===== config.mk =====
export PLATFORM = sky130hd
export DESIGN_NAME = dcache_sweep_cnt
export DESIGN_NICKNAME = d
export VERILOG_FILES = /design/src/rtl/dcache_sweep_cnt.sv
export SDC_FILE = /design/constraint.sdc
export NUM_CORES = 1
export LEC_CHECK = 0
export ABC_AREA = 1
export BUFFER_PORTS_ARGS = -buffer_cell sky130_fd_sc_hd__buf_2
export CAP_MARGIN = 20
export CORE_AREA = 2 2 39 41
export DETAILED_ROUTE_END_ITERATION = 7
export DIE_AREA = 0 0 41 43
export SLEW_MARGIN = 20
export SYNTH_ARGS = -nofsm -noshare
export SYNTH_HDL_FRONTEND = slang
export SYNTH_SLANG_ARGS = --single-unit

===== constraint.sdc =====
create_clock -name clk_i -period 1 [get_ports clk_i]
set_input_delay 0.2 -clock clk_i [delete_from_list [all_inputs] [get_ports clk_i]]
set_output_delay 0.2 -clock clk_i [all_outputs]
set_load 0.01 [all_outputs]

===== src/rtl/dcache_sweep_cnt.sv =====
/*
  Set sweep counter
  Steps through every set once after reset, one per enabled cycle,
  and then flags that the sweep is complete
*/
`timescale 1ns/10ps

module dcache_sweep_cnt #(
  parameter int NUM_SET = 8,
  localparam int IDX_W  = $clog2(NUM_SET)
) (
  input  logic             clk_i,
  input  logic             rst_ni,
  input  logic             en_i,
  output logic [IDX_W-1:0] idx_o,
  output logic             done_o
);

  logic [IDX_W-1:0] idx_q;
  logic             done_q;

  always_ff @(posedge clk_i) begin
    if (!rst_ni) begin
      idx_q  <= '0;
      done_q <= 1'b0;
    end else if (en_i && !done_q) begin
      if (idx_q == IDX_W'(NUM_SET - 1)) begin
        // Last set cleared this cycle
        idx_q  <= '0;
        done_q <= 1'b1;
      end else begin
        idx_q <= idx_q + 1'b1;
      end
    end
  end

  assign idx_o  = idx_q;
  assign done_o = done_q;

endmodule


Yosys cells after proc, flatten, opt, wreduce, memory -nomap -nowiden
Cells that the tools add are included.
{"block": "op_classes", "n_addsub": 1, "n_eq_ne": 1, "n_mux": 1, "n_reduce_logical": 3}
{"op": "adder 3 x 1 -> 3 bit, second input constant", "count": 1}
{"op": "== test 3 bit, second input constant", "count": 1}
{"op": "two-way mux 3 bit", "count": 1}
{"op": "AND reduction 2 bit", "count": 1}
{"op": "logical AND 1 bit", "count": 1}
{"op": "zero test 1 bit", "count": 1}
{"block": "totals", "reg_bits": 4, "in_bits": 3, "out_inout_bits": 4, "word_cells": 8}

Logic depth before layout (Yosys ltp)
Gate-level depths: netlist of the first run.
{"block": "logic_depth", "ltp_word": 3, "depth_mapped": 6, "depth_no_buf": 6}

Worst setup path after synthesis of the first run
No wires, ideal clock.
{"block": "synth_timing", "path_type": "register to register", "start": "reg idx_q[0], in the netlist idx_o[0]", "end": "reg idx_q[2], in the netlist idx_o[2]", "setup_time_ps": 113, "t_arrival_ps": 990, "t_required_ps": 887, "slack_ps": -103, "path_stages_with_launch": 7, "path_buffers": 0, "period_less_slack_ps": 1103, "path_cell_list": "dfxtp_1 ha_1 ha_1 inv_1 nand3_1 nand2_1 nor2_1"}
{"block": "synth_via", "elab_chain_len": 2, "elab_cells_between_ends": 3, "classes_between": "add/sub (1); eq/ne (1); mux (1)"}
{"element": "start, declared", "line": "19", "source": "logic [IDX_W-1:0] idx_q;"}
{"element": "start signal, assigned", "line": "32", "source": "idx_q <= idx_q + 1'b1;"}
{"element": "adder 3 x 1 -> 3 bit or == test 3 bit (tied branches)", "line": "32, 27"}
{"element": "two-way mux 3 bit *", "line": "27", "source": "if (idx_q == IDX_W'(NUM_SET - 1)) begin"}
Mark *: on every way between the ends. The rest lies on a longest branch, timed or not.
A chain may end at the register's enable or synchronous reset.

Worst setup path in the final report of the first run
Same ends and word-level chain as after synthesis.

==> flow_summary.toml, run 1 <==
[status]
status = "finished with violations"
violations = "negative setup slack"

[logic_synthesis]
yosysUniqueCellTypes = 9
yosys.area.top_type_share = 0.408
yosysSeqAreaShare = 0.408
ys_ff_latch = 4
synth.avg_cell_area_sq_um = 7.02
yosysTopAreaCell = "dfxtp_1"
ys_warn_count = 0
synth_area_leaders = "dfxtp_1 (41%), nor2_1 (13%), ha_1 (13%)"
synthesis.instances = 28
synth_nets = 33
synth_area_sq_um = 196

[timing]
hold_viol = 0
finalCritPeriodShare = 1.03
fin_crit_ps = 1030
rsz0062_at_grt = "yes"
setup_violations = 3
max_freq_ghz = 0.973
fin_skew_ps = 3.56
fin_ws_ps = -27.3
tightest_slew_ps = 125
fin_setup_tns_ps = -36.0
final_max_slew_viol_count = 0
slew_headroom = 0.916

[floorplan]
die_w_microns = 41
die_h_microns = 43
core_area_sq_um = 1380
start_util = 0.142
die_area_sq_um = 1760
io_pins = 7
placementRows = 14

[worst_hold_path]
hold_depth = 3
worstHoldStart = "rst_ni"
worstHoldEndpoint = "idx_o[1]"
hold_path.class = "in2reg"

[place]
hpwl_microns = 336
io_buffers = 6
dpl-instance-area_sq_um = 299
globalplace.congestion = 0.665
dp_slack_ps = -23.2

[grt]
grt_pass1_vias = 197
antenna_found_initial = 0
grt_usage = 0.0643
grt_max_degree = 6
overflow = 0
grt_pass1_wl_microns = 717

[route]
drc_errors = 0
wl_per_cell_microns = 8.08
drt-initial-drc-count = 2
drtAntennaViolNets = 0
drt-pass1-iter-count = 3
vias = 218
viasPerCell = 3.63
wl_microns = 485

[clocking]
cts_tree = "yes"
clkSlewWorstSetupHoldPaths_ps = 40
clk_latency_ps = 240
cts_made_buffers = 3
clock-sinks = 4
clockRootBuffer = "clkbuf_4"
clockBufferDepth = 2
postCtsHoldBufs = 0
htreeDepth = 1

[critical_path]
crit_path_max_fanout = 2
rr_worst_depth = 6
timing.rr.start = "idx_o[0]"
r2r-end = "idx_o[2]"
start_kind = "register"
rrSetupSlack_ps = -30
end_kind = "register"
cp.arrival_ps = 1200
criticalPathCategory = "reg2reg"
required_ps = 1170

[pwr]
p_per_area_nw_per_um2 = 1390
power_mw = 0.538
ir_worst_vdd_v = 0.000743
leakage_nw = 0.188

[finish]
layout.nets = 50
final_common_cell = "nor2_1"
final_cell_mix = "nor2_1 (7), nand2_1 (6), buf_6 (6)"
n_antenna_cell = 0
final_util = 0.279
area_growth_pct = 96.8
fin_area_sq_um = 387
drive_gt1_frac = 0.545

[run]
cap_violations = 0
[sequential cells by signal, indices dropped and copies added, names as in the netlist]
name / flops
done_o: 1
idx_o: 3
[how the worst max path moves through the flow]
stage | from | end | slack (ps) | cells after the start
floorplan | idx_o[0] | idx_o[2] | -7 | 6
global placement | idx_o[0] | idx_o[2] | -10 | 6
detailed placement | idx_o[0] | idx_o[2] | -20 | 6
CTS | idx_o[0] | idx_o[2] | -30 | 6
global route | idx_o[0] | idx_o[2] | -80 | 6
finish | idx_o[0] | idx_o[2] | -30 | 6
[what timing repair did]
item,4_1_cts,5_1_grt
gates resized for setup,9,1
pin swaps,0,1
hold endpoints to repair,0,0
setup endpoints to repair,4,4
buffers inserted,1,2
[power breakdown]
group          total, mW  internal (mW)  switching, mW
Clock              0.228          0.150         0.0776
Sequential         0.184          0.172         0.0123
Combinational      0.125         0.0760         0.0494
[cell usage after synthesis (all sizes together)]
cell type  n
dfxtp      4
nor2       8
nand3      2
ha         2
inv        5
nand2      6
a21boi     1
[per-stage QoR]
step,std cells,hold slack (ps)
2_1_floorplan,28,311
3_3_place_gp,53,455
3_5_place_dp,53,458
4_1_cts,58,200
5_1_grt,60,216
6_report,60,206
[cell type report]
class | instances | area, sq um
clock buffer | 4 | 26.3
fill | 156 | 997
inverter | 5 | 18.8
multi-input combinational | 19 | 128
sequential | 4 | 88.8
tap | 16 | 20.0
timing repair buffer | 12 | 105
[kinds of logic after synthesis]
family	share of synthesized area
AND/OR/NAND/NOR	0.331
adder cells (fa/ha/maj)	0.127
flip-flops	0.408
AO/OA/AOI/OAI	0.0382
buffers and inverters	0.0955
[critical path, stage by stage (launching register included)]
cell and delay, ps:
dfxtp_4 340, ha_4 160, ha_4 250, inv_2 30
nand3_2 60, nand2_1 50, nor2_1 70
[layer usage]
layer | up-vias | global-route usage | part of all wire
met3 | 2 | 0.0314 | 0.047
met4 | 0 | 0.0600 | 0.027
met5 | - | 0 | 0
met1 | 95 | 0.0581 | 0.39
li1 | 115 | - | -
met2 | 6 | 0.0969 | 0.53
(Power assumes the default switching activity.)
==> inputs of run 2 (changes only) <==
Settings changed: SETUP_SLACK_MARGIN set to 0.2.
==> flow_summary.toml, run 2 (synthesis results as in run 1) <==
[grt]
antenna_found_initial = 0
grt_max_degree = 6
overflow = 0
grt_pass1_vias = 182
grt_usage = 0.0623
grt_pass1_wl_microns = 662

[finish]
multi_input_area_sq_um = 130
regArea_sq_um = 90.1
area_growth_pct = 88.5
largest_reg_flops = 3
final_cell_mix = "nor2_1 (6), nand2_1 (6), buf_6 (5)"
n_antenna_cell = 0
drive_gt1_frac = 0.610
final_util = 0.268
layout.nets = 48
fill_cells = 151

[pwr]
p_int_mw = 0.371
leakage_nw = 0.176
p_sw_frac = 0.251
power_frac_comb = 0.226
p_per_area_nw_per_um2 = 1340
ir_worst_vdd_v = 0.000394
p_switching_mw = 0.125
p_seq_frac = 0.370
clkPwrFrac = 0.405

[critical_path]
criticalPathCategory = "reg2reg"
r2r-end = "idx_o[2]"
start_kind = "register"
rrSetupSlack_ps = -40
crit_start = "idx_o[1]"
crit_family = "adder cells"
worstPathCellList = "ha_4 -> ha_4 -> inv_2 -> nand3_2 -> nand2_1 -> nor2_1"
slowest_delay_ps = 340
rr_worst_depth = 6
end_kind = "register"
crit_path_max_fanout = 2
required_ps = 1160
cp.arrival_ps = 1200
crit_slowest_cell = "dfxtp_4"
cp.buffers_inverters = 1
path_common_cell = "ha_4"
timing.rr.start = "idx_o[1]"

[floorplan]
die_h_microns = 43
die_w_microns = 41
die_area_sq_um = 1760
core_area_sq_um = 1380
io_pins = 7
placementRows = 14
start_util = 0.142

[timing]
fin_ws_ps = -37.9
final_max_slew_viol_count = 0
max_freq_ghz = 0.963
slew_headroom = 0.920
tightest_slew_ps = 120
fin_crit_ps = 1040
hold_viol = 0
fin_setup_tns_ps = -81.0
fin_skew_ps = 4.86
setup_violations = 3
rsz0062_at_grt = "yes"
finalCritPeriodShare = 1.04

[worst_hold_path]
hold_path.class = "in2reg"
worstHoldEndpoint = "idx_o[1]"
worstHoldStart = "rst_ni"
hold_depth = 3

[clocking]
clockBufferDepth = 2
htreeDepth = 1
clock-sinks = 4
clk_latency_ps = 230
clockRootBuffer = "clkbuf_4"
postCtsHoldBufs = 0
clkSlewWorstSetupHoldPaths_ps = 40
cts_made_buffers = 3
cts_tree = "yes"

[run]
cap_violations = 0

[place]
io_buffers = 6
globalplace.congestion = 0.671
hpwl_microns = 347

[route]
drc_errors = 0
drt-initial-drc-count = 3
drtAntennaViolNets = 0
wl_per_cell_microns = 7.30
drt-pass1-iter-count = 2
vias = 197
viasPerCell = 3.46
wl_microns = 416

[status]
violations = "negative setup slack"
status = "finished with violations"
run 2: cell type report:
cell class,count,share of cell area
clock buffer,3,0.0608
inverter,5,0.0507
multi-input combinational,19,0.351
sequential,4,0.243
tap,16,0.0541
timing repair buffer,10,0.240
run 2: per-layer routing:
| metal | up-vias | GRT usage | wire, microns |
|---|---|---|---|
| met2 | 4 | 0.0750 | 191 |
| met5 | - | 0 | 0 |
| met3 | 0 | 0.0314 | 27 |
| met1 | 82 | 0.0645 | 197 |
| met4 | 0 | 0.0800 | 0 |
| li1 | 111 | - | - |
run 2: repair_timing:
action | in CTS | in global routing
setup endpoints to repair | 8 | 8
resized for setup | 11 | 0
hold endpoints to repair | 0 | 0
buffers inserted | 1 | 0
pin swaps | 5 | 4
run 2: stage by stage:
step	hold slack, ps	cell area, sq um	setup slack [ps]	instances	total power [mW]
global placement	460	302	-14.1	53	0.269
global route	229	370	-83.3	57	0.526
CTS	205	370	-53.9	57	0.508
floorplan	311	229	-6.71	28	0.231
detailed placement	457	302	-42.4	53	0.271
finish	212	370	-37.9	57	0.496
run 2: worst reg2reg max path, cell delays in order (launching register included):
cell and delay (ps):
dfxtp_4 340, ha_4 160, ha_4 250, inv_2 30
nand3_2 50, nand2_1 50, nor2_1 80
run 2: worst max path at each step:
stage	endpoint	slack, ps	cells after the start
after floorplan	idx_o[2]	-7	6
after global placement	idx_o[2]	-10	6
after detailed placement	idx_o[2]	-40	6
after CTS	idx_o[2]	-50	6
after global routing	idx_o[2]	-80	6
final	idx_o[2]	-40	6
run 2: power groups by stage:
stage,clock network (mW),logic [mW],registers (mW)
floorplan,0,0.0387,0.192
global placement,0,0.0847,0.185
detailed placement,0,0.0864,0.185
CTS,0.210,0.114,0.183
global route,0.216,0.126,0.184
finish,0.201,0.112,0.183
==> inputs of run 3 (changes only) <==
Settings changed: ABC_AREA 1 to unset.
==> flow_summary.toml, run 3 <==
[status]
status = "finished with violations"
violations = "negative setup slack"

[critical_path]
required_ps = 800
start_kind = "register"
cp.arrival_ps = 820
crit_path_max_fanout = 3
end_kind = "output pin"
criticalPathCategory = "reg2out"

[grt]
grt_util_met1 = 0.0421
met3_usage = 0.0314
grt_pass1_wl_microns = 496
grt_max_degree = 5
overflow = 0
antenna_found_initial = 0
grt_usage = 0.0533
top_usage_layer = "met4"
met2_usage = 0.0688
grt_pass1_vias = 144

[timing]
fin_skew_ps = 2.84
max_freq_ghz = 0.980
fin_setup_tns_ps = -48.8
rsz0062_at_grt = "yes"
fin_crit_ps = 1020
slew_headroom = 0.897
fin_ws_ps = -20.5
finalCritPeriodShare = 1.02
tightest_slew_ps = 150
setup_violations = 3
final_max_slew_viol_count = 0
hold_viol = 0
worst_hold_slack_ps = 226

[pwr]
ir_worst_vdd_v = 0.000257
p_per_area_nw_per_um2 = 1330
leakage_nw = 0.145
power_mw = 0.456

[worst_hold_path]
hold_path.class = "in2reg"

[finish]
final_cells = 44
fin_area_sq_um = 343
final_cell_mix = "nor2b_1 (4), dfxtp_4 (4), buf_6 (4)"
fill_cells = 150
n_antenna_cell = 0
final_util = 0.248
multi_input_area_sq_um = 131
drive_gt1_frac = 0.679
largest_reg_flops = 3
area_growth_pct = 87.7
layout.nets = 34
regArea_sq_um = 95.1

[route]
wl_per_cell_microns = 8.23
drc_errors = 0
drt-pass1-iter-count = 1
drtAntennaViolNets = 0
vias = 147
drt-initial-drc-count = 0
wl_microns = 362
viasPerCell = 3.34

[logic_synthesis]
yosysTopAreaCell = "dfxtp_1"
synth_xor_area_frac = 0
synthesis.instances = 16
yosysUniqueCellTypes = 7
async_flop_share = 0
synth_area_leaders = "dfxtp_1 (44%), mux2i_1 (16%), ha_1 (14%)"
synthSimpleGateAreaFrac = 0.233
synth-compound-area-share = 0.0274
synth_area_sq_um = 183
synth_edf_count = 0
yosys.area.top_type_share = 0.438
ys_warn_count = 0
muxShareOfSynthArea = 0.164
synthTopCellsByCount = "dfxtp_1 (4), nor2b_1 (4), mux2i_1 (3), ha_1 (2)"
synth.avg_cell_area_sq_um = 11.4
ys_ff_latch = 4
synth_nets = 21
yosysSeqAreaShare = 0.438
synthAdderAreaFrac = 0.137
synthFlopType = "dfxtp_1"
synth_top_family_by_area = "simple AND/OR/NAND/NOR gates"

[clocking]
clkSlewWorstSetupHoldPaths_ps = 40
cts_made_buffers = 3
clockBufferDepth = 2
htreeDepth = 1
postCtsHoldBufs = 0
post_cts_buffers = 0
clock-sinks = 4
cts_tree = "yes"
clockRootBuffer = "clkbuf_4"
clk_latency_ps = 230

[place]
dp_slack_ps = -2.54
io_buffers = 6
globalplace.congestion = 0.591
dp_cells = 40
dpl-instance-area_sq_um = 285

[floorplan]
start_util = 0.132
placementRows = 14
die_h_microns = 43
core_area_sq_um = 1380
io_pins = 7
die_w_microns = 41
die_area_sq_um = 1760

[run]
cap_violations = 0
## run 3: where the power goes
group / internal, mW / switching [mW]
Sequential: 0.163 / 0.00756
Combinational: 0.0429 / 0.0259
Clock: 0.150 / 0.0671
Total: 0.356 / 0.101
## run 3: critical path, cell delays in order, from the launching register on
cell     delay [ps]
dfxtp_4         340
buf_4           140
buf_6           110
## run 3: what timing repair did
action                                  4_1_cts  5_1_grt
endpoints found under the setup margin        8        8
pin swaps                                     0        1
resized for setup                             7        0
## run 3: kinds of logic after synthesis
| kind of cell | after synthesis |
|---|---|
| and+or+nand+nor | 6 |
| DFF | 4 |
| AOI/OAI and AO/OA | 1 |
| adders and majority gates | 2 |
| muxes | 3 |
## run 3: path summary, 6_finish.rpt
kind / cells after the start / startpoint / slack (ps) / endpoint
setup / recovery: 2 / idx_o[0] / -20 / idx_o[0]
hold / removal: 2 / rst_ni / 230 / done_o
setup reg to reg: 4 / idx_o[1] / -10 / idx_o[2]
hold reg to reg: 2 / done_o / 530 / done_o
## run 3: area by class of cell
type,instances,area share
well taps,16,0.0584
multi-input cells,12,0.383
repair buffers,8,0.204
clock buffers,4,0.0766
flip-flops and latches,4,0.277
## run 3: layer usage
metal,up-vias,routed length [microns]
met4,0,0
met3,0,31
met5,-,0
met1,62,156
met2,7,173
li1,78,-
