## src/rtl/dcache_plru.sv

```systemverilog
/*
  Tree pseudo-LRU
  Keeps NUM_WAY-1 node bits per set, steers every node on a touched
  path away from that way and follows the nodes to the victim leaf
*/
`timescale 1ns/10ps

module dcache_plru #(
  parameter int NUM_WAY = 4,
  parameter int NUM_SET = 8,
  localparam int IDX_W  = $clog2(NUM_SET)
) (
  input  logic               clk_i,
  input  logic               rst_ni,
  input  logic [IDX_W-1:0]   idx_i,
  input  logic               clear_i,
  input  logic               touch_i,
  input  logic [NUM_WAY-1:0] way_i,
  output logic [NUM_WAY-1:0] victim_o
);

  localparam int LVL = $clog2(NUM_WAY);

  // Node n has children 2n+1 (bit 0) and 2n+2 (bit 1)
  logic [NUM_WAY-2:0] node_q [NUM_SET];
  logic [IDX_W-1:0]   idx_q;
  logic [NUM_WAY-2:0] node_upd;
  logic [LVL-1:0]     touch_bin;
  logic [LVL-1:0]     victim_bin;

  always_comb begin
    int n;
    logic dir;
    touch_bin = '0;
    for (int w = 0; w < NUM_WAY; w++) begin
      if (way_i[w]) begin
        touch_bin = LVL'(w);
      end
    end
    node_upd = node_q[idx_i];
    n = 0;
    for (int l = 0; l < LVL; l++) begin
      dir         = touch_bin[LVL-1-l];
      node_upd[n] = ~dir;
      n           = 2 * n + 1 + int'(dir);
    end
  end

  // Victim follows the stored bits from the root
  always_comb begin
    int n;
    logic dir;
    n = 0;
    for (int l = 0; l < LVL; l++) begin
      dir                  = node_q[idx_q][n];
      victim_bin[LVL-1-l] = dir;
      n                    = 2 * n + 1 + int'(dir);
    end
    victim_o             = '0;
    victim_o[victim_bin] = 1'b1;
  end

  always_ff @(posedge clk_i) begin
    if (!rst_ni) begin
      idx_q <= '0;
      for (int s = 0; s < NUM_SET; s++) begin
        node_q[s] <= '0;
      end
    end else begin
      idx_q <= idx_i;
      if (clear_i) begin
        node_q[idx_i] <= '0;
      end else if (touch_i) begin
        node_q[idx_i] <= node_upd;
      end
    end
  end

endmodule

```

## config.mk

```make
export PLATFORM = sky130hd
export DESIGN_NAME = dcache_plru
export DESIGN_NICKNAME = d
export VERILOG_FILES = /design/src/rtl/dcache_plru.sv
export SDC_FILE = /design/constraint.sdc
export NUM_CORES = 1
export LEC_CHECK = 0
export ABC_AREA = 1
export BUFFER_PORTS_ARGS = -buffer_cell sky130_fd_sc_hd__buf_2
export CAP_MARGIN = 40
export CELL_PAD_IN_SITES_DETAIL_PLACEMENT = 1
export CELL_PAD_IN_SITES_GLOBAL_PLACEMENT = 2
export CORE_ASPECT_RATIO = 2
export CORE_MARGIN = 1.5
export CORE_UTILIZATION = 35
export CTS_CLUSTER_SIZE = 30
export DETAILED_ROUTE_END_ITERATION = 7
export PLACE_DENSITY = 0.75
export RECOVER_POWER = 25
export SLEW_MARGIN = 20
export SYNTH_ARGS = -nofsm -noshare
export SYNTH_HDL_FRONTEND = slang
export SYNTH_SLANG_ARGS = --single-unit
```

## constraint.sdc

```tcl
create_clock -name clk_i -period 1.6 [get_ports clk_i]
set_input_delay 0.16 -clock clk_i [delete_from_list [all_inputs] [get_ports clk_i]]
set_output_delay 0.16 -clock clk_i [all_outputs]
set_load 0.01 [all_outputs]
```

**Yosys cells after proc, flatten, opt, wreduce, memory -nomap -nowiden**

Memory sizes are Yosys's and may differ from the RTL's. A register that Yosys moved wholly into a read port is not among the register bits.
Index checks and enable logic that the tools add are counted.

- Register bits after elaboration: 0
- Memory bits (writable): 24
- Bits of input ports: 11
- Word-level logic and storage cells: 38
- Memories: 1

- Add/sub/neg operators: 2
- Order comparisons: 5
- Multiplexer cells: 24
- Bitwise operators: 3
- Reductions and logical operators: 3

Memory list:

| name | words | width | rd ports | clocked after memory_dff | write ports | line | text |
|---|---|---|---|---|---|---|---|
| node_q | 8 | 3 | 2 | 1 | 8 | 25 | `logic [NUM_WAY-2:0] node_q [NUM_SET];` |

Operators by type and width:

| kind | count |
|---|---|
| $mux W1 | 14 |
| $mux W3 | 4 |
| $lt A2 B3 Y1 const B | 3 |
| $add A1 B1 Y2 const A | 2 |
| $demux W1 S2 | 2 |
| $ge A2 B1 Y1 const B | 2 |
| $mux W2 | 2 |
| $bwmux W3 | 1 |
| $reduce_or A3 Y1 | 1 |
| $bmux W1 S2 | 1 |
| $logic_and A1 B1 Y1 | 2 |
| $not A1 Y1 | 2 |
| $or A1 B1 Y1 | 1 |

**Longest topological paths before layout**

Gate-level depths: netlist of the first run.

- Depth after elaboration: 11
- Depth in mapped cells: 9
- Mapped depth without buffers: 8

**Worst setup path before layout of the first run**

Ideal clock, no wire load.

- Kind: register to output
- Start point: register (tool-made name)
- End point: output port victim_o[0]
- Data arrival time: 1.106 ns
- Required time: 1.440 ns
- Setup slack: 0.334 ns
- Stages on the path, launching flop included: 8
- Cells stage by stage: dfxtp_1 -> buf_4 -> buf_2 -> o211ai_1 -> nand3_1 -> nand2_1 -> inv_1 -> nor2_1

RTL lines:

| what | line | text |
|---|---|---|
| end, declared | 19 | `output logic [NUM_WAY-1:0] victim_o` |

==> results of run 1 <==
## layout make-up
cell class / count / area share (%)
inverters: 27 / 5.47
repair buffers: 22 / 7.70
well taps: 54 / 3.65
clock buffers: 4 / 2.43
flip-flops and latches: 27 / 42.4
multi-input cells: 133 / 38.3
## worst max-delay path: stages, from the launching register on
cell      delay (ns)
dfxtp_4         0.41
buf_6           0.14
o211ai_1        0.22
nand3_1         0.10
nand2_1         0.10
inv_1           0.05
nor2_1          0.07
buf_2           0.13
## cell usage after synthesis, drive strengths merged
cell type and number:
o211ai 5, clkinv 1, or2 1, nand3 24
buf 5, clkbuf 1, nand2 46, nor4 1
and2 1, nor2 36, nor3 9, o21ai 8
edfxtp 24, a21oi 2, inv 26, dfxtp 3
## where the power goes
| group | internal, mW | leakage [nW] | switching, mW | total [mW] |
|---|---|---|---|---|
| Clock | 0.179 | 0.0228 | 0.217 | 0.395 |
| Sequential | 0.799 | 0.269 | 0.0231 | 0.822 |
| Combinational | 0.0919 | 0.484 | 0.173 | 0.265 |
## what timing repair did
action	CTS	global route
gates resized for setup	8	8
endpoints found under the setup margin	4	4
pin swaps	3	0
setup buffers	0	2
## per-stage QoR
stage                     instances  hold slack, ns  setup slack [ns]  area [sq um]  utilization (%)
after floorplan                 193           0.253             0.334          1610                -
after global placement          261           0.432            0.0461          1760             40.1
after detailed placement        261           0.441            0.0312          1760             40.1
after CTS                       265           0.144           -0.0635          1830             41.7
after global routing            267           0.149            -0.147          1850             42.3
final                           267           0.134           -0.0499          1850             42.3
## path summary, 6_finish.rpt
| path | endpoint | slack (ns) | cells after the start |
|---|---|---|---|
| setup / recovery | victim_o[0] | -0.05 | 7 |
| hold / removal | flop | 0.13 | 3 |
| setup reg to reg | node_q[6][1] | 0.18 | 6 |
| hold reg to reg | node_q[4][1] | 0.88 | 4 |
## routing by layer
| metal | track usage [%] | part of all wire, % | vias up |
|---|---|---|---|
| li1 | - | - | 672 |
| met1 | 21.7 | 39 | 669 |
| met3 | 2.42 | 2.5 | 8 |
| met5 | 0 | 0 | - |
| met4 | 8.11 | 2.7 | 0 |
| met2 | 37.9 | 56 | 29 |
## cell families (layout without fill, tap and decap cells)
logic type             count (synthesis)  after routing  share of synthesized area, %
AO/OA/AOI/OAI                         15             15                          5.43
buffers and inverters                 33             53                          8.76
AND/OR/NAND/NOR                      118            118                          37.4
flip-flops                            27             27                          48.4
==> flow_metrics.py, run 1 <==
metrics = {
    "synthesis": {
        "yosysTopAreaCell": "edfxtp_1",
        "synth.yosys.warnings": 0,
        "netlist_instances": 193,
        "synth_largest_type_area_fraction_pct": 44.7,
        "syn_avg_cell_area_sq_um": 8.36,
        "synth_fp_nets": 204,
        "postSynthRegisterBits": 27,
        "syn_area_sq_mm": 0.00161,
        "synth.area.top_cells": "edfxtp_1 45%, nand2_1 9.5%, nand3_1 6.2%",
        "netlist-cell-type-count": 25,
        "ys_seq_area_share_pct": 48.4,
    },
    "grt": {
        "grt_use_total_pct": 20.2,
        "grt_max_degree": 15,
        "grt_antenna_before_repair": 0,
        "grt-ovfl-total": 0,
        "grt_pass1_vias": 1467,
        "grt_first_pass_wirelength_um": 7430,
    },
    "finish": {
        "multi_input_comb_area_sq_um": 709,
        "register_area_sq_um": 786,
        "commonest_non_fill_non_tap_cell_in_the_layout": "nand2_1",
        "share_of_final_layout_standard_cells_stronger_than_drive_strength_1_pct": 28.2,
        "area_growth_syn_to_layout_pct": 14.7,
        "fillers": 560,
        "final_cell_mix": "41 x nand2_1, 24 x edfxtp_1, 22 x nor2_1",
        "layout.nets": 225,
        "antenna_cells": 0,
    },
    "clock_network": {
        "insertion_delay_ns": 0.28,
        "clock_tree.root_cell": "clkbuf_8",
        "cts_tree": "done",
        "clk_transition_reported_paths_ns": 0.09,
        "htree_num_levels": 1,
        "cts-root-to-sink-buffers": 2,
        "clkSinkCount": 27,
        "postCtsHoldBufs": 0,
        "numCtsBuffers": 3,
    },
    "hold_path": {
        "hp-class": "in -> reg",
        "hold_start": "idx_i[1]",
    },
    "timing": {
        "grt_setup_unrepaired": "yes",
        "min_period_ns": 1.65,
        "maxSlewViolCount": 0,
        "fmax_mhz": 606,
        "fin_ws_ns": -0.0499,
        "maxSlewHeadroom_pct": 57.2,
        "setup_viol": 2,
        "fin_worst_skew_ns": 0.00713,
        "worst-slew-pin-transition_ns": 0.642,
        "fin_setup_tns_ns": -0.0898,
        "hold_violations": 0,
        "timing.final.crit_share_pct": 103,
    },
    "drt": {
        "ant_nets": 0,
        "drt_first_iter_violations": 29,
        "postRouteWirelength_um": 4400,
        "via_count": 1378,
        "avgViaCountPerCell": 5.16,
        "wl_per_cell_um": 16.5,
        "detail_route.first_pass.iterations": 4,
        "number_of_design_rule_violations_left_after_detail_routing": 0,
    },
    "setup_path": {
        "largest_driver_fanout_on_the_critical_path": 10,
        "critical_path.startpoint_type": "flop",
        "timing.setup.critical_path_class": "reg -> out",
        "arrival_ns": 1.49,
        "critical_path.endpoint_type": "primary output",
        "worstReg2RegStart": "node_q[2][1]",
        "required_ns": 1.44,
    },
    "power": {
        "p_total_mw": 1.48,
        "worst_vdd_ir_uv": 522,
        "cellPowerDensity_mw_per_mm2": 800,
        "power.leakage_nw": 0.776,
    },
    "placement": {
        "dp.final_hpwl_um": 3470,
        "buffer_ports.inserted": 13,
        "gp_congestion": 0.753,
    },
    "outcome": {
        "status": "complete, but fails checks",
        "failed_checks": "setup timing",
    },
    "floorplanning": {
        "floorplan.io_pins": 15,
        "die_h_um": 99.0,
        "initial_standard_cell_utilization_of_the_core_pct": 36.8,
        "design.die.area_sq_mm": 0.00505,
        "die_x_um": 51.0,
        "core_region_area_sq_mm": 0.00438,
        "floorplan.rows": 34,
    },
    "run": {
        "cap_viol_max_count": 0,
    },
}
Power figures use the tool's default switching activity.
==> inputs of run 2 (changes only) <==
ABC_AREA = unset   (was 1)
CORE_UTILIZATION = 42   (was 35)
PLACE_DENSITY = 0.8   (was 0.75)
clock period = 1.9 ns   (was 1.6 ns; I/O delays follow)
==> run 2 against run 1 <==
  * The run now ends clean
  * Area after synthesis shrank 7.6%
  * Register-to-register slack lost 0.04 ns
  * Die area shrank 22%
  * First-iteration DRC count grew 59%
  * Sequential share of layout area grew 4.7 points
  * Setup slack gained 0.063 ns
  * Utilization grew 6.8 points
  * Non-clock buffer count shrank 1
  * Routed wire length shrank 19%
  * Worst hold slack gained 0.19 ns
  * Clock-buffer cell count is the same
  * Critical endpoint unchanged
  * Highest routed layer unchanged
==> flow_metrics.py, run 2 <==
metrics = {
    "outcome": {
        "status": "completed",
    },
    "clock_network": {
        "insertion_delay_ns": 0.26,
        "htree_num_levels": 1,
        "numCtsBuffers": 3,
        "cts_tree": "done",
        "cts-root-to-sink-buffers": 2,
        "clock_tree.root_cell": "clkbuf_8",
        "clk_transition_reported_paths_ns": 0.08,
        "clkSinkCount": 27,
    },
    "synthesis": {
        "syn_avg_cell_area_sq_um": 11.7,
        "synth.yosys.warnings": 0,
        "postSynthRegisterBits": 27,
        "number_of_synthesized_flops_with_an_enable_pin": 24,
        "netlist_instances": 127,
        "synth_async_sr_flop_share_pct": 0,
        "synth.area.top_cells": "edfxtp_1 48%, mux4_2 9.1%, nor3b_1 4.5%",
        "synth_largest_type_area_fraction_pct": 48.3,
        "ys_seq_area_share_pct": 52.3,
        "syn_area_sq_mm": 0.00149,
        "yosys_most_used_dff": "edfxtp_1",
        "synth_most_common_cell": "edfxtp_1",
        "yosysTopAreaCell": "edfxtp_1",
        "synth.cells.most_frequent": "24 x edfxtp_1, 16 x nand2_1, 14 x nor2_1",
        "synth_fp_nets": 138,
        "netlist-cell-type-count": 29,
    },
    "grt": {
        "grt_max_degree": 15,
        "grt_first_pass_wirelength_um": 5780,
        "grt_use_total_pct": 20.7,
        "grt_pass1_vias": 1127,
        "grt-ovfl-total": 0,
        "grt_antenna_before_repair": 0,
    },
    "finish": {
        "fillers": 374,
        "antenna_cells": 0,
        "postLayoutCellArea_sq_mm": 0.00166,
        "area_growth_syn_to_layout_pct": 11.2,
        "final_cell_mix": "24 x edfxtp_1, 16 x nand2_1, 14 x nor2_1",
        "share_of_final_layout_standard_cells_stronger_than_drive_strength_1_pct": 22.8,
        "core_utilization_of_the_finished_layout_pct": 49.1,
        "layout.nets": 157,
        "commonest_non_fill_non_tap_cell_in_the_layout": "edfxtp_1",
    },
    "placement": {
        "dp.final_hpwl_um": 2970,
        "buffer_ports.inserted": 13,
        "postPlaceCellArea_sq_mm": 0.00160,
        "dpl_worst_slack_ns": 0.135,
        "gp_congestion": 0.848,
    },
    "floorplanning": {
        "floorplan.io_pins": 15,
        "die_h_um": 87.3,
        "die_x_um": 45.1,
        "design.die.area_sq_mm": 0.00394,
        "floorplan.rows": 30,
        "initial_standard_cell_utilization_of_the_core_pct": 44.1,
        "core_region_area_sq_mm": 0.00338,
    },
    "hold_path": {
        "hp-class": "in -> reg",
        "hold_start": "idx_i[2]",
    },
    "drt": {
        "wl_met1_um": 1320,
        "met2_wire_length_um": 2100,
        "postRouteWirelength_um": 3560,
        "via_count": 1092,
        "number_of_design_rule_violations_left_after_detail_routing": 0,
        "wl_per_cell_um": 20.1,
        "detail_route.first_pass.iterations": 4,
        "met3RoutedLength_um": 63,
        "avgViaCountPerCell": 6.17,
        "maxUsedRoutingLayer": "met4",
        "drt_first_iter_violations": 46,
        "ant_nets": 0,
    },
    "setup_path": {
        "arrival_ns": 1.70,
        "required_ns": 1.71,
        "critical_path.startpoint_type": "flop",
        "worstReg2RegStart": "node_q[2][1]",
        "largest_driver_fanout_on_the_critical_path": 6,
        "timing.setup.critical_path_class": "reg -> out",
        "critical_path.endpoint_type": "primary output",
    },
    "timing": {
        "hold_violations": 0,
        "grt_setup_unrepaired": "yes",
        "fin_worst_skew_ns": 0.00332,
        "maxSlewHeadroom_pct": 59.5,
        "min_period_ns": 1.89,
        "fin_ws_ns": 0.0131,
        "setup_viol": 0,
        "worst-slew-pin-transition_ns": 0.607,
        "maxSlewViolCount": 0,
        "fmax_mhz": 530,
        "timing.final.crit_share_pct": 99.3,
    },
    "power": {
        "power.leakage_nw": 0.591,
        "cellPowerDensity_mw_per_mm2": 718,
        "worst_vdd_ir_uv": 505,
        "p_total_mw": 1.19,
    },
    "run": {
        "cap_viol_max_count": 0,
    },
}
[run 2: cell count changes after synthesis, moves of 5 or more]
cell	change
nand2_1	-25
inv_1	-17
nand3_1	-14
nor2_2	-11
nor3b_1	+9
nor2_1	-8
nor3_1	-8
nor4_1	+8
inv_2	-6
mux4_2	+6
o211ai_1	-5
[run 2: worst max-delay path, cell delays in order (launching register included)]
cell	delay [ns]
dfxtp_2	0.34
buf_8	0.13
mux4_2	0.57
nor2_1	0.12
nand2_1	0.06
o31ai_1	0.06
buf_2	0.16
[run 2: path summary, 6_finish.rpt]
| path | end | cells past startpoint | slack, ns |
|---|---|---|---|
| max | victim_o[0] | 6 | 0.01 |
| min | flop | 2 | 0.32 |
| max reg2reg | node_q[0][1] | 5 | 0.14 |
| min reg2reg | node_q[3][1] | 4 | 1.14 |
[run 2: report_power, final]
part / internal [mW] / leakage (nW) / total [mW] / switching (mW)
Sequential: 0.673 / 0.268 / 0.692 / 0.0184
Clock: 0.150 / 0.0228 / 0.313 / 0.164
Combinational: 0.0800 / 0.300 / 0.186 / 0.106
Total: 0.903 / 0.591 / 1.19 / 0.288
[run 2: per-stage QoR]
stage / cells / TNS [ns] / hold slack, ns
5_1_grt: 177 / -0.173 / 0.353
4_1_cts: 177 / -0.0233 / 0.314
3_3_place_gp: 172 / 0 / 0.587
3_5_place_dp: 172 / 0 / 0.599
2_1_floorplan: 127 / 0 / 0.334
6_report: 177 / 0 / 0.325
[run 2: layout make-up]
class / instances / area, sq um / share of cell area [%]
timing repair buffer: 21 / 128 / 7.69
sequential: 27 / 782 / 47.1
inverter: 3 / 11.3 / 0.679
clock buffer: 4 / 45.0 / 2.71
tap: 32 / 40.0 / 2.41
multi-input combinational: 90 / 653 / 39.4
[run 2: repair_timing]
action	CTS	global route
hold buffers	0	0
setup endpoints to repair	3	3
gates resized for setup	3	1
gates cloned	0	0
pin swaps	1	0
buffers inserted	1	0
[run 2: per-layer routing]
| layer | vias up | GRT usage [%] |
|---|---|---|
| met5 | - | 0 |
| met2 | 24 | 38.6 |
| li1 | 521 | - |
| met3 | 6 | 0.830 |
| met1 | 541 | 23.5 |
| met4 | 0 | 7.49 |
[run 2: cells by family after synthesis]
logic type             after synthesis  share of synthesized area [%]
AO/OA/AOI/OAI                       12                           6.96
multiplexers                        11                           12.8
buffers and inverters               10                           3.86
AND/OR/NAND/NOR                     67                           24.1
flip-flops                          27                           52.3
==> inputs of run 3 (changes only) <==
REMOVE_ABC_BUFFERS = 1   (was unset)
==> run 3 against run 2 <==
  * Fmax decreased by 1.5%
  * Routed wire length is 0.73% lower
  * The flow now finishes with violations (setup timing)
  * Clock-buffer cell count decreased by 1
  * Largest cell class unchanged
  * Register-to-register slack improved by 0.04 ns
  * Via count is 1.7% lower
  * Final area rose by 0.30%
==> flow_metrics.py, run 3 (synthesis results as in run 2) <==
metrics = {
    "grt": {
        "grtUsageMet3_pct": 2.07,
        "grt_antenna_before_repair": 0,
        "grt_pass1_vias": 1194,
        "gr-max-usage-layer": "met2",
        "grt_use_total_pct": 20.6,
        "gr-usage-met2_pct": 39.0,
        "grt_use_met1_pct": 22.5,
        "grt_first_pass_wirelength_um": 5780,
        "grt-ovfl-total": 0,
        "grt_max_degree": 16,
    },
    "clock_network": {
        "htree_num_levels": 1,
        "clkSinkCount": 27,
        "numCtsBuffers": 3,
        "clk_transition_reported_paths_ns": 0.09,
        "post_cts.repair.setup_buffers": 0,
        "clock_tree.root_cell": "clkbuf_8",
        "postCtsHoldBufs": 0,
        "insertion_delay_ns": 0.28,
        "cts_tree": "done",
        "cts-root-to-sink-buffers": 2,
    },
    "floorplanning": {
        "initial_standard_cell_utilization_of_the_core_pct": 44.1,
        "die_h_um": 87.3,
        "core_region_area_sq_mm": 0.00338,
        "design.die.area_sq_mm": 0.00394,
        "die_x_um": 45.1,
        "floorplan.rows": 30,
        "floorplan.io_pins": 15,
    },
    "power": {
        "power.leakage_nw": 0.596,
        "p_total_mw": 1.21,
        "switchingPower_mw": 0.304,
        "net_switching_share_of_the_total_power_pct": 25.2,
        "clock_power_share_pct": 27.1,
        "cellPowerDensity_mw_per_mm2": 725,
        "p_int_mw": 0.903,
        "comb_power_share_pct": 15.7,
        "power.sequential.fraction_pct": 57.2,
        "worst_vdd_ir_uv": 510,
    },
    "setup_path": {
        "critical_path.startpoint_type": "flop",
        "arrival_ns": 1.72,
        "timing.setup.critical_path_class": "reg -> out",
        "critical_path.endpoint_type": "primary output",
        "largest_driver_fanout_on_the_critical_path": 6,
        "required_ns": 1.71,
    },
    "timing": {
        "hold_violations": 0,
        "timing.final.crit_share_pct": 101,
        "maxSlewViolCount": 0,
        "maxSlewHeadroom_pct": 60.6,
        "fin_worst_skew_ns": 0.00647,
        "fmax_mhz": 522,
        "grt_setup_unrepaired": "yes",
        "fin_ws_ns": -0.0150,
        "fin_worst_hold_slack_ns": 0.335,
        "setup_viol": 2,
        "min_period_ns": 1.91,
        "worst-slew-pin-transition_ns": 0.592,
    },
    "placement": {
        "dp.final_hpwl_um": 2850,
        "postPlaceCellArea_sq_mm": 0.00161,
        "buffer_ports.inserted": 13,
        "gp_congestion": 0.794,
    },
    "finish": {
        "postLayoutCellArea_sq_mm": 0.00166,
        "layout.nets": 157,
        "fillers": 373,
        "final_cell_mix": "24 x edfxtp_1, 16 x nand2_1, 14 x nor2_1",
        "antenna_cells": 0,
        "share_of_final_layout_standard_cells_stronger_than_drive_strength_1_pct": 23.4,
        "commonest_non_fill_non_tap_cell_in_the_layout": "edfxtp_1",
        "area_growth_syn_to_layout_pct": 11.6,
    },
    "drt": {
        "via_count": 1073,
        "drt_first_iter_violations": 17,
        "avgViaCountPerCell": 6.06,
        "detail_route.first_pass.iterations": 4,
        "wl_per_cell_um": 19.9,
        "number_of_design_rule_violations_left_after_detail_routing": 0,
        "ant_nets": 0,
        "postRouteWirelength_um": 3530,
    },
    "run": {
        "cap_viol_max_count": 0,
    },
    "outcome": {
        "status": "complete, but fails checks",
        "failed_checks": "setup timing",
    },
    "hold_path": {
        "hp-class": "in -> reg",
    },
}
run 3: cell types whose count changed in the layout (fill, tap and decap cells not counted):
| cell | change |
|---|---|
| buf_4 | -1 |
| clkinv_2 | +1 |
| nand2b_1 | -1 |
| nand2b_4 | +1 |
| o21ai_0 | -1 |
| o21ai_1 | +1 |
run 3: path summary, 6_finish.rpt:
| check | from | slack, ns | cells after the start | to |
|---|---|---|---|---|
| worst max-delay path | flop | -0.01 | 6 | victim_o[0] |
| worst min-delay path | way_i[3] | 0.34 | 2 | node_q[2][2] |
| worst max register to register | node_q[4][1] | 0.18 | 5 | node_q[4][1] |
| worst min register to register | node_q[7][1] | 1.09 | 4 | node_q[6][1] |
run 3: metrics by stage:
stage	cells	setup slack [ns]	utilization [%]	setup TNS, ns
2_1_floorplan	120	0.210	-	0
3_3_place_gp	173	0.209	47.7	0
3_5_place_dp	173	0.182	47.7	0
4_1_cts	177	-0.0259	49.3	-0.0509
5_1_grt	177	-0.0720	49.3	-0.185
6_report	177	-0.0150	49.3	-0.0232
run 3: final cells by class:
class	instances	area, sq um	share of cell area [%]
clock buffers	3	41.3	2.48
clock inverters	1	5.00	0.301
inverters	3	11.3	0.677
multi-input cells	90	661	39.7
flip-flops and latches	27	782	47.0
well taps	32	40.0	2.41
repair buffers	21	124	7.44
run 3: critical path, cell delays in order, from the launching register on:
cell     delay, ns
dfxtp_2       0.34
buf_8         0.13
mux4_2        0.56
nor2_1        0.11
nand2_1       0.06
o31ai_1       0.07
buf_2         0.16
run 3: repair_timing:
item / CTS / global route
pin swaps: 1 / 0
endpoints found under the setup margin: 3 / 3
gates resized for setup: 4 / 2
run 3: power groups by stage:
| stage | Sequential, mW | Combinational [mW] | Clock, mW |
|---|---|---|---|
| global placement | 0.701 | 0.181 | 0 |
| floorplan | 0.698 | 0.103 | 0 |
| global route | 0.693 | 0.207 | 0.344 |
| finish | 0.690 | 0.189 | 0.328 |
| detailed placement | 0.704 | 0.187 | 0 |
| CTS | 0.691 | 0.190 | 0.327 |
run 3: metal layers:
| metal | wire length [um] | up-vias |
|---|---|---|
| met5 | 0 | - |
| met4 | 68 | 0 |
| met3 | 91 | 7 |
| met2 | 2090 | 26 |
| met1 | 1280 | 519 |
| li1 | - | 521 |
